$ cat config.mk
export PLATFORM = sky130hd
export DESIGN_NAME = scope_capture_top
export DESIGN_NICKNAME = d
export VERILOG_FILES = /design/src/trigger_pkg.sv /design/src/capture_pkg.sv /design/src/sample_divider.sv /design/src/level_trigger.sv /design/src/capture_buffer.sv /design/src/scope_capture_top.sv
export VERILOG_INCLUDE_DIRS = /design/src
export SDC_FILE = /design/constraint.sdc
export NUM_CORES = 1
export LEC_CHECK = 0
export BUFFER_PORTS_ARGS = -buffer_cell sky130_fd_sc_hd__buf_4
export CORE_MARGIN = 10
export CORE_UTILIZATION = 56
export DETAILED_ROUTE_END_ITERATION = 12
export GPL_TIMING_DRIVEN = 1
export PLACE_DENSITY = 0.76
export RECOVER_POWER = 50
export SETUP_SLACK_MARGIN = 0.02
export SYNTH_ARGS = -nofsm -noshare
export SYNTH_HDL_FRONTEND = slang
export SYNTH_SLANG_ARGS = --single-unit
$ cat constraint.sdc
create_clock -name clk -period 3.1 [get_ports clk]
set_input_delay 0.465 -clock clk [delete_from_list [all_inputs] [get_ports clk]]
set_output_delay 0.465 -clock clk [all_outputs]
set_load 0.03 [all_outputs]
$ cat src/scope_params.svh
`ifndef SCOPE_PARAMS_SVH
`define SCOPE_PARAMS_SVH

////////////////////////////////////////////////////////////////////////////
// Scope capture sizing
////////////////////////////////////////////////////////////////////////////

// ADC word width
`define SCOPE_SAMPLE_W 12

// Clocks per sample strobe
// 4 keeps simulation short, hardware timebase runs at 500
`define SCOPE_DIV 4

// Words stored per trigger
`define SCOPE_DEPTH 32

// Capture memory address width, log2 of SCOPE_DEPTH
`define SCOPE_ADDR_W 5

// Hysteresis half-width in ADC counts
`define SCOPE_HYST 8

`endif

$ cat src/trigger_pkg.sv
package trigger_pkg;

    ////////////////////////////////////////////////////////////////////////////
    // Level trigger types
    ////////////////////////////////////////////////////////////////////////////

    // Hysteresis FSM states
    typedef enum logic [1:0] {
        TRIG_IDLE       = 2'd0, // Not armed, nothing evaluated
        TRIG_WAIT_FAR   = 2'd1, // Waiting for signal beyond the band
        TRIG_WAIT_CROSS = 2'd2  // Waiting for the level crossing
    } trig_state_t;

    // Crossing direction
    typedef enum logic {
        SLOPE_RISE = 1'b0,
        SLOPE_FALL = 1'b1
    } slope_t;

endpackage

$ cat src/capture_pkg.sv
package capture_pkg;

    ////////////////////////////////////////////////////////////////////////////
    // Capture control types
    ////////////////////////////////////////////////////////////////////////////

    // Capture status as seen by the host
    typedef enum logic [1:0] {
        CAP_IDLE  = 2'd0, // Nothing pending
        CAP_ARMED = 2'd1, // Waiting for trigger
        CAP_RUN   = 2'd2, // Writing the record
        CAP_DONE  = 2'd3  // Record complete, ready for readout
    } cap_status_t;

    // Host command opcodes
    typedef enum logic {
        CMD_ARM   = 1'b0,
        CMD_ABORT = 1'b1
    } cap_cmd_t;

endpackage

$ cat src/sample_divider.sv
`timescale 1ns/10ps

`include "scope_params.svh"

// Timebase for the capture path
// One-cycle strobe every SCOPE_DIV clocks
module sample_divider (
    input  logic clk,
    input  logic rst,
    output logic sample_stb
);

    localparam int CNT_W = $clog2(`SCOPE_DIV);

    logic [CNT_W-1:0] cnt; // Clocks since last strobe

    // Terminal count gives the strobe
    assign sample_stb = (cnt == CNT_W'(`SCOPE_DIV - 1));

    always_ff @(posedge clk) begin
        if (rst) begin
            cnt <= '0;
        end else if (sample_stb) begin
            cnt <= '0; // Wrap on terminal count
        end else begin
            cnt <= cnt + 1'b1;
        end
    end

endmodule

$ cat src/level_trigger.sv
`timescale 1ns/10ps

`include "scope_params.svh"

// Hysteresis level trigger
// Signal must first leave the band on the far side, then reach the level
module level_trigger (
    input  logic                       clk,
    input  logic                       rst,
    input  logic                       sample_stb,
    input  logic                       trig_armed,
    input  logic [`SCOPE_SAMPLE_W-1:0] adc_data,
    input  logic [`SCOPE_SAMPLE_W-1:0] trig_level,
    input  trigger_pkg::slope_t        slope,
    output logic                       trig_stb
);

    trigger_pkg::trig_state_t state;
    trigger_pkg::trig_state_t state_nxt;

    logic [`SCOPE_SAMPLE_W-1:0] level_q; // Level held for the whole arm period
    trigger_pkg::slope_t        slope_q;

    // One extra bit so level +/- hysteresis never wraps
    logic [`SCOPE_SAMPLE_W:0] adc_ext;
    logic [`SCOPE_SAMPLE_W:0] lvl_ext;

    logic below_band; // Under level - hyst
    logic above_band; // Over level + hyst
    logic far_side;   // Beyond the band on the re-arm side
    logic crossed;    // At or past level in the trigger direction

    ////////////////////////////////////////////////////////////////////////////
    // Comparators
    ////////////////////////////////////////////////////////////////////////////

    assign adc_ext = {1'b0, adc_data};
    assign lvl_ext = {1'b0, level_q};

    assign below_band = (adc_ext + (`SCOPE_SAMPLE_W+1)'(`SCOPE_HYST)) < lvl_ext;
    assign above_band = adc_ext > (lvl_ext + (`SCOPE_SAMPLE_W+1)'(`SCOPE_HYST));

    always_comb begin
        if (slope_q == trigger_pkg::SLOPE_RISE) begin
            far_side = below_band;           // Rising needs a low start
            crossed  = adc_data >= level_q;
        end else begin
            far_side = above_band;           // Falling needs a high start
            crossed  = adc_data <= level_q;
        end
    end

    ////////////////////////////////////////////////////////////////////////////
    // Trigger FSM
    ////////////////////////////////////////////////////////////////////////////

    // Fires in the same cycle as the crossing sample
    assign trig_stb = sample_stb && (state == trigger_pkg::TRIG_WAIT_CROSS) && crossed;

    always_comb begin
        state_nxt = state;
        case (state)
            trigger_pkg::TRIG_IDLE: begin
                if (trig_armed) state_nxt = trigger_pkg::TRIG_WAIT_FAR;
            end
            trigger_pkg::TRIG_WAIT_FAR: begin
                if (sample_stb && far_side) state_nxt = trigger_pkg::TRIG_WAIT_CROSS;
            end
            trigger_pkg::TRIG_WAIT_CROSS: begin
                if (trig_stb) state_nxt = trigger_pkg::TRIG_IDLE; // One shot per arm
            end
            default: state_nxt = trigger_pkg::TRIG_IDLE;
        endcase
        // Disarm drops back from anywhere
        if (!trig_armed) state_nxt = trigger_pkg::TRIG_IDLE;
    end

    always_ff @(posedge clk) begin
        if (rst) begin
            state <= trigger_pkg::TRIG_IDLE;
        end else begin
            state <= state_nxt;
        end
    end

    // Level and slope taken when arming starts
    always_ff @(posedge clk) begin
        if (state == trigger_pkg::TRIG_IDLE && trig_armed) begin
            level_q <= trig_level;
            slope_q <= slope;
        end
    end

endmodule

$ cat src/capture_buffer.sv
`timescale 1ns/10ps

`include "scope_params.svh"

// Capture sequencing and sample memory
// Host arms, trigger starts the record, host reads words back
module capture_buffer (
    input  logic                       clk,
    input  logic                       rst,
    input  logic                       cmd_stb,
    input  capture_pkg::cap_cmd_t      cmd,
    input  logic                       sample_stb,
    input  logic                       trig_stb,
    input  logic [`SCOPE_SAMPLE_W-1:0] adc_data,
    input  logic                       rd_stb,
    input  logic [`SCOPE_ADDR_W-1:0]   rd_addr,
    output logic                       trig_armed,
    output capture_pkg::cap_status_t   status,
    output logic                       rd_valid,
    output logic [`SCOPE_SAMPLE_W-1:0] rd_data
);

    logic [`SCOPE_SAMPLE_W-1:0] mem [0:`SCOPE_DEPTH-1]; // Capture record

    logic [`SCOPE_ADDR_W-1:0] wr_ptr;  // Next address during a run
    logic [`SCOPE_ADDR_W-1:0] wr_addr;
    logic                     wr_en;
    logic                     do_arm;
    logic                     do_abort;
    logic                     last_word;

    ////////////////////////////////////////////////////////////////////////////
    // Command decode and write control
    ////////////////////////////////////////////////////////////////////////////

    assign do_abort = cmd_stb && (cmd == capture_pkg::CMD_ABORT);
    // Arm only honoured when no record is in progress
    assign do_arm   = cmd_stb && (cmd == capture_pkg::CMD_ARM) &&
                      (status == capture_pkg::CAP_IDLE || status == capture_pkg::CAP_DONE);

    assign trig_armed = (status == capture_pkg::CAP_ARMED);

    // First word on the trigger strobe, the rest on every strobe while running
    assign wr_en = sample_stb && !do_abort &&
                   ((trig_armed && trig_stb) || status == capture_pkg::CAP_RUN);
    assign wr_addr   = trig_armed ? '0 : wr_ptr;
    assign last_word = (wr_ptr == `SCOPE_ADDR_W'(`SCOPE_DEPTH - 1));

    always_ff @(posedge clk) begin
        if (rst) begin
            status <= capture_pkg::CAP_IDLE;
            wr_ptr <= '0;
        end else if (do_abort) begin
            status <= capture_pkg::CAP_IDLE; // Abort wins over everything
        end else if (do_arm) begin
            status <= capture_pkg::CAP_ARMED;
        end else if (wr_en) begin
            wr_ptr <= wr_addr + 1'b1;
            if (trig_armed) begin
                status <= capture_pkg::CAP_RUN;
            end else if (last_word) begin
                status <= capture_pkg::CAP_DONE; // Record full, memory now frozen
            end
        end
    end

    always_ff @(posedge clk) begin
        if (wr_en) mem[wr_addr] <= adc_data;
    end

    ////////////////////////////////////////////////////////////////////////////
    // Readout port
    ////////////////////////////////////////////////////////////////////////////

    always_ff @(posedge clk) begin
        if (rst) begin
            rd_valid <= 1'b0;
        end else begin
            rd_valid <= rd_stb; // Data follows one cycle after the request
        end
    end

    always_ff @(posedge clk) begin
        if (rd_stb) rd_data <= mem[rd_addr];
    end

endmodule

$ cat src/scope_capture_top.sv
`timescale 1ns/10ps

`include "scope_params.svh"

// Single-channel scope capture
// Divider sets the timebase, trigger finds the edge, buffer stores the record
module scope_capture_top (
    input  logic                       clk,
    input  logic                       rst,
    input  logic                       cmd_stb,
    input  capture_pkg::cap_cmd_t      cmd,
    input  logic [`SCOPE_SAMPLE_W-1:0] trig_level,
    input  trigger_pkg::slope_t        slope,
    input  logic                       rd_stb,
    input  logic [`SCOPE_ADDR_W-1:0]   rd_addr,
    input  logic [`SCOPE_SAMPLE_W-1:0] adc_data,
    output logic                       sample_stb,
    output capture_pkg::cap_status_t   status,
    output logic                       rd_valid,
    output logic [`SCOPE_SAMPLE_W-1:0] rd_data
);

    logic trig_armed; // Buffer waiting for a trigger
    logic trig_stb;   // Crossing seen on this sample

    sample_divider divider_i (
        .clk        (clk),
        .rst        (rst),
        .sample_stb (sample_stb)
    );

    level_trigger trigger_i (
        .clk        (clk),
        .rst        (rst),
        .sample_stb (sample_stb),
        .trig_armed (trig_armed),
        .adc_data   (adc_data),
        .trig_level (trig_level),
        .slope      (slope),
        .trig_stb   (trig_stb)
    );

    capture_buffer buffer_i (
        .clk        (clk),
        .rst        (rst),
        .cmd_stb    (cmd_stb),
        .cmd        (cmd),
        .sample_stb (sample_stb),
        .trig_stb   (trig_stb),
        .adc_data   (adc_data),
        .rd_stb     (rd_stb),
        .rd_addr    (rd_addr),
        .trig_armed (trig_armed),
        .status     (status),
        .rd_valid   (rd_valid),
        .rd_data    (rd_data)
    );

endmodule

After elaboration in Yosys (flattened, before gate mapping) --
Memory sizes are Yosys's and may differ from the RTL's. A register that Yosys moved wholly into a read port is not among the register bits. Cells that the tools add are included.
Cells by class: $add $sub $neg 4, $mul 0, div/mod/pow operators 0, order comparisons 4, equal/unequal tests 9, shift-type cells 0, mux-type cells 12, bitwise gates (word level) 4, reduce and logical (&&, ||, !) cells 26
Operators by type and width (number):
- 12-bit by 4-bit adder with 13-bit output (second input constant) | 2
- 12-bit by 13-bit > comparator with 1-bit output | 1
- 13-bit by 12-bit < comparator with 1-bit output | 1
- 12-bit >= comparator | 1
- 12-bit less-or-equal comparator | 1
- 1-bit logical AND | 10
- 2-bit == test (second input constant) | 4
- 2-bit two-way mux | 4
- 1-bit two-way mux | 6
- 2-bit one-hot mux with 3 select lines | 1
- 2-bit AND reduction | 3
- 2-bit OR reduction | 3
- 5-bit by 1-bit adder with 5-bit output (second input constant) | 1
- 5-bit == test (second input constant) | 1
- 5-bit two-way mux | 1
- 2-bit by 1-bit == test with 1-bit output (second input constant) | 2
- 2-bit logical NOT | 2
- 2-bit by 1-bit != test with 1-bit output (second input constant) | 2
- 1-bit inverter | 4
- 2-bit nonzero test | 2
- 3-bit AND reduction | 1
- 3-bit nonzero test | 1
- 3-bit OR reduction | 1
- 2-bit by 1-bit adder with 2-bit output (second input constant) | 1
- 2 further kinds | 3
Word-level totals: register bits after elaboration 25, latch bits 0, bits in writable memories 384, bits in read-only memories 0, bits of input ports 35, output and inout port bits 16, logic and storage cells 68, memories kept 1
Memory list:
- buffer_i.mem | words 32, bits a word 12, rd ports 1, clocked after memory_dff 1, wr ports 1, line capture_buffer.sv:23 | logic [`SCOPE_SAMPLE_W-1:0] mem [0:`SCOPE_DEPTH-1];

Depth between registers and ports, before layout --
depth in word-level cells 8, gate-level depth with buffers 12

Cells and area by module --
From an unflattened synthesis, not the netlist that was laid out.
Unflattened totals: cells, all modules 1102, area, all modules 17690.7 sq um
Modules (own cells, without submodules):
- capture_buffer | instances 1, cells each 938, area an instance 16094.2 sq um, sequential area each 12051.6 sq um
- level_trigger | instances 1, cells each 159, area an instance 1521.5 sq um, sequential area each 430.4 sq um
- sample_divider | instances 1, cells each 5, area an instance 75.1 sq um, sequential area each 40.0 sq um

Least setup slack after synthesis --
Ideal clock, no wire load.
kind input port to flip-flop, start input adc_data[1], end memory buffer_i.mem[10][0] in the netlist's numbering (enable), setup time 0.380 ns, arrival 2.671 ns, data required time 2.720 ns, path slack 0.049 ns, stages on the path 8, path buffers 0, cell sequence ha_1 nor2b_1 o211ai_1 a211oi_1 o31a_1 o31ai_2 nand2_1 nor2_1
On the way: word-level cells in the longest chain between the ends 8, elaborated cells between the ends (all ways) 9, those cells by class 2 x order compare; 3 x mux; 4 x reduce/logical
Ends and longest elaborated chain:
- from (decl) | line scope_capture_top.sv:16 | input logic [`SCOPE_SAMPLE_W-1:0] adc_data,
- 12-bit >= comparator / 12-bit less-or-equal comparator (equally long branches) | line level_trigger.sv:46, level_trigger.sv:49
- 1-bit two-way mux * | line level_trigger.sv:44 | if (slope_q == trigger_pkg::SLOPE_RISE) begin
- 1-bit logical AND * | line level_trigger.sv:58 | assign trig_stb = sample_stb && (state == trigger_pkg::TRIG_WAIT_CROSS) && crossed;
- 1-bit logical AND * | line capture_buffer.sv:45 | ((trig_armed && trig_stb) || status == capture_pkg::CAP_RUN);
- 1-bit logical OR * | line capture_buffer.sv:45
- 1-bit logical AND * | line capture_buffer.sv:44 | assign wr_en = sample_stb && !do_abort &&
- 1-bit two-way mux * | line capture_buffer.sv:68 | if (wr_en) mem[wr_addr] <= adc_data;
- 1-bit two-way mux (implied by the code) * | line capture_buffer.sv:68
- to (decl) | line capture_buffer.sv:23
Every way passes the cells marked *; elsewhere a longest branch is shown, timed or not.

Worst setup path after layout --
start input adc_data[3], end register trigger_i.state[1]
On the way: word-level cells in the longest chain between the ends 6, elaborated cells between the ends (all ways) 12, those cells by class 1 x add/sub; 4 x order compare; 2 x eq/ne; 2 x mux; 3 x reduce/logical
Ends and longest elaborated chain:
- 12-bit by 4-bit adder with 13-bit output | line level_trigger.sv:40 | assign below_band = (adc_ext + (`SCOPE_SAMPLE_W+1)'(`SCOPE_HYST)) < lvl_ext;
- 13-bit by 12-bit < comparator with 1-bit output | line level_trigger.sv:40
- 1-bit two-way mux | line level_trigger.sv:44
- 1-bit logical AND | line level_trigger.sv:67 | if (sample_stb && far_side) state_nxt = trigger_pkg::TRIG_WAIT_CROSS;
- 2-bit by 1-bit != test with 1-bit output (no line)
- 2-bit AND reduction (no line) *
- to (signal assigned) | line level_trigger.sv:80 | state <= trigger_pkg::TRIG_IDLE;
- to (signal assigned) | line level_trigger.sv:82 | state <= state_nxt;
- to (decl) | line level_trigger.sv:18 | trigger_pkg::trig_state_t state;
Marks and branches as above. A chain may end at the register's enable or synchronous reset.

==> impl_metrics.json <==
{
  "grt_start_max_net_pins": 38,
  "clock-sinks": 421,
  "avgSynthCellArea_um2": 20.4,
  "hpwlAfterDp_mm": 23.7,
  "highest_layer": "met4",
  "internal_power_mw": 9.51,
  "n_antenna_cell": 0,
  "routabilityCongestion": 0.835,
  "reg2reg_slack_ns": 0.23,
  "power_mw": 12.0,
  "grt_pass1_wl_mm": 56.2,
  "whs_ns": 0.136,
  "switching_share_pct": 20.6,
  "period_share_pct": 92.7,
  "whs_path_depth": 1,
  "grt_antenna_before_repair": 0,
  "route.met3.wl_mm": 3.29,
  "pre_cts_slack_ns": 0.000476,
  "post_cts_buffers": 0,
  "tightest_slew_ns": 1.78,
  "final_core_util_pct": 65.2,
  "ant_nets": 0,
  "cp.required_ns": 3.57,
  "ys_types": 44,
  "min_period_ns": 2.87,
  "clk_pin_slew_ns": 0.05,
  "numCtsBuffers": 42,
  "slew_viol_final": 102,
  "drcViolationCount": 0,
  "crit_type": "in -> reg",
  "crit_arrival_ns": 3.35,
  "hold_end": "trigger_i.level_q[6]",
  "r2r_start": "trigger_i.level_q[5]",
  "reg2reg_depth": 11,
  "grt_pass1_vias": 8865,
  "skew_ns": 0.0285,
  "final-seq-area_um2": 12500,
  "power_density_nw_per_um2": 604,
  "hp-start": "trig_level[6]",
  "finalNonFillerCells": 1403,
  "vias": 8532,
  "die_y_um": 195,
  "outcome": "finished with violations",
  "grt_overflow": 0,
  "drt_first_iter_violations": 1148,
  "synth_edf_count": 409,
  "die_w_um": 195,
  "cts.htree.levels": 2,
  "cts_tree": "done",
  "cts-root-buf": "clkbuf_16",
  "fin_area_um2": 19800,
  "detail_route.first_pass.iterations": 5,
  "rsz0062_at_grt": "yes",
  "yosysSeqAreaShare_pct": 72.9,
  "syn_to_final_growth_pct": 15.5,
  "wl_per_cell_um": 26.5,
  "netlist_area_um2": 17200,
  "finalHoldViolations": 0,
  "ir_worst_vdd_mv": 0.428,
  "grtUsageTotal_pct": 19.5,
  "fp-row-count": 64,
  "synthArstFlopShare_pct": 0,
  "io_buffers": 50,
  "synth-seq-cells": 421,
  "dpl-instance-area_um2": 18600,
  "relSlewSlack_pct": -18.4,
  "nNetsFinal": 1055,
  "violations": "max-capacitance violations, max-slew violations",
  "drive_gt1_share_pct": 28.7,
  "end_kind": "flop",
  "p_leak_nw": 6.54,
  "initial_core_util_pct": 56.5,
  "via_per_inst": 6.08,
  "clk_latency_ns": 0.55,
  "r2r-end": "buffer_i.mem[9][5]",
  "path_max_fanout": 13,
  "coreArea_um2": 30400,
  "share_comb_of_total_power_pct": 5.9,
  "yosys_warnings": 0,
  "cp-startpoint": "adc_data[3]",
  "multi_input_area_um2": 4430,
  "fmax_ghz": 0.348,
  "numPlacedInstances": 1332,
  "seqPwrFrac_pct": 52.5,
  "worst_hold_path_type": "in -> reg",
  "synthFlopType": "edfxtp_1",
  "syn_nets": 916,
  "cts_hold_buf": 0,
  "met2_length_mm": 16.8,
  "wirelength_mm": 37.2,
  "die-area_um2": 38100,
  "setup_violations": 0,
  "cp-start-kind": "input pin",
  "fillers": 1976,
  "io_pins": 51,
  "setup_tns_ns": 0,
  "p_sw_mw": 2.47,
  "maxCapViolations": 3,
  "setup_ws_ns": 0.225,
  "postSynthCellCount": 841,
  "max-clock-path-buffers": 3,
  "met1_length_mm": 16.0,
  "clkPwrFrac_pct": 41.6
}
state kept, by name, summed over array words and instances, names as in the netlist:
signal,count
buffer_i.status,2
buffer_i.wr_ptr,5
buffer_i.rd_data,12
buffer_i.rd_valid,1
trigger_i.slope_q,1
buffer_i.mem,384
divider_i.cnt,2
trigger_i.state,2
trigger_i.level_q,12
per-layer routing:
layer | vias to the layer above | global-route usage [%]
li1 | 3746 | -
met1 | 4290 | 28.5
met2 | 429 | 29.0
met3 | 67 | 4.13
met4 | 0 | 6.28
met5 | - | 0
critical path: stages:
cell,delay (ns)
clkbuf_1,0.39
clkbuf_1,0.53
ha_1,0.32
nand2_1,0.07
nor2_1,0.23
xor2_1,0.18
ha_1,0.25
o21a_1,0.19
o21ai_0,0.15
a31oi_1,0.06
o21ai_0,0.30
a22o_1,0.20
area by class of cell:
| class | instances | share of cell area, % |
|---|---|---|
| Sequential cell | 421 | 63.1 |
| Multi-Input combinational cell | 364 | 22.3 |
| Clock buffer | 46 | 5.48 |
| Timing Repair Buffer | 127 | 4.70 |
| Tap cell | 396 | 2.50 |
| Clock inverter | 25 | 1.38 |
| Inverter | 24 | 0.454 |
cell usage in the layout (no fill, tap or decap), types with 10 or more instances in the layout:
cell and instances:
edfxtp_1 409, inv_1 24, clkinv_1 11, mux2_2 12, mux4_2 120, o21ai_0 10, dfxtp_1 12, nand2_1 21
nand3_1 19, nor2_1 50, xnor2_1 12, clkbuf_4 13, ha_1 40, a21oi_1 14, buf_4 70, clkbuf_1 36
clkbuf_16 43
cells by family (layout without fill, tap and decap cells):
group | Yosys count | in the layout | synth area share, %
AOI/OAI and AO/OA | 50 | 50 | 1.89
xor gates and xnor gates | 15 | 15 | 0.765
adders and majority gates | 40 | 40 | 2.91
buffers and inverters | 56 | 222 | 1.49
DFF | 421 | 421 | 72.9
muxes | 134 | 134 | 16.6
and+or+nand+nor | 125 | 125 | 3.41
Yosys cell counts (5+ instances only):
master      n  area (um^2)
mux4_2    120         2700
nand2_1    21         78.8
inv_1      24         90.1
ha_1       40          500
a21o_1      5         37.5
dfxtp_1    12          240
nand3_1    19         95.1
mux2_2     12          135
nor2_1     50          188
nand4_1     9         56.3
buf_6       5         56.3
a21oi_1    14         70.1
edfxtp_1  409        12300
nor3_1      5         25.0
nor2b_1     5         31.3
xnor2_1    12          105
buf_2       6         30.0
clkbuf_1   18         67.6
o21ai_0    10         50.1
timing repair:
| item | CTS | global route |
|---|---|---|
| resized for setup | 0 | 7 |
| setup endpoints to repair | 0 | 329 |
| endpoints found under the hold margin | 0 | 0 |
worst max path at each step:
stage,depth (start not counted),to
final,12,trigger_i.state[1]
after global routing,11,buffer_i.mem[3][4]
after CTS,11,buffer_i.mem[8][11]
after detailed placement,11,buffer_i.mem[5][5]
after global placement,11,buffer_i.mem[0][4]
after floorplan,8,buffer_i.mem[10][0]
power groups by stage:
stage                     clock network (mW)  logic [mW]  registers (mW)
final                                   4.99       0.704            6.29
after global placement                     0       0.705            6.41
after CTS                               5.06       0.728            6.29
after floorplan                            0       0.370            6.44
after detailed placement                   0       0.717            6.41
after global routing                    5.30       0.760            6.29
Note: power is estimated with default switching activity, not from simulation.
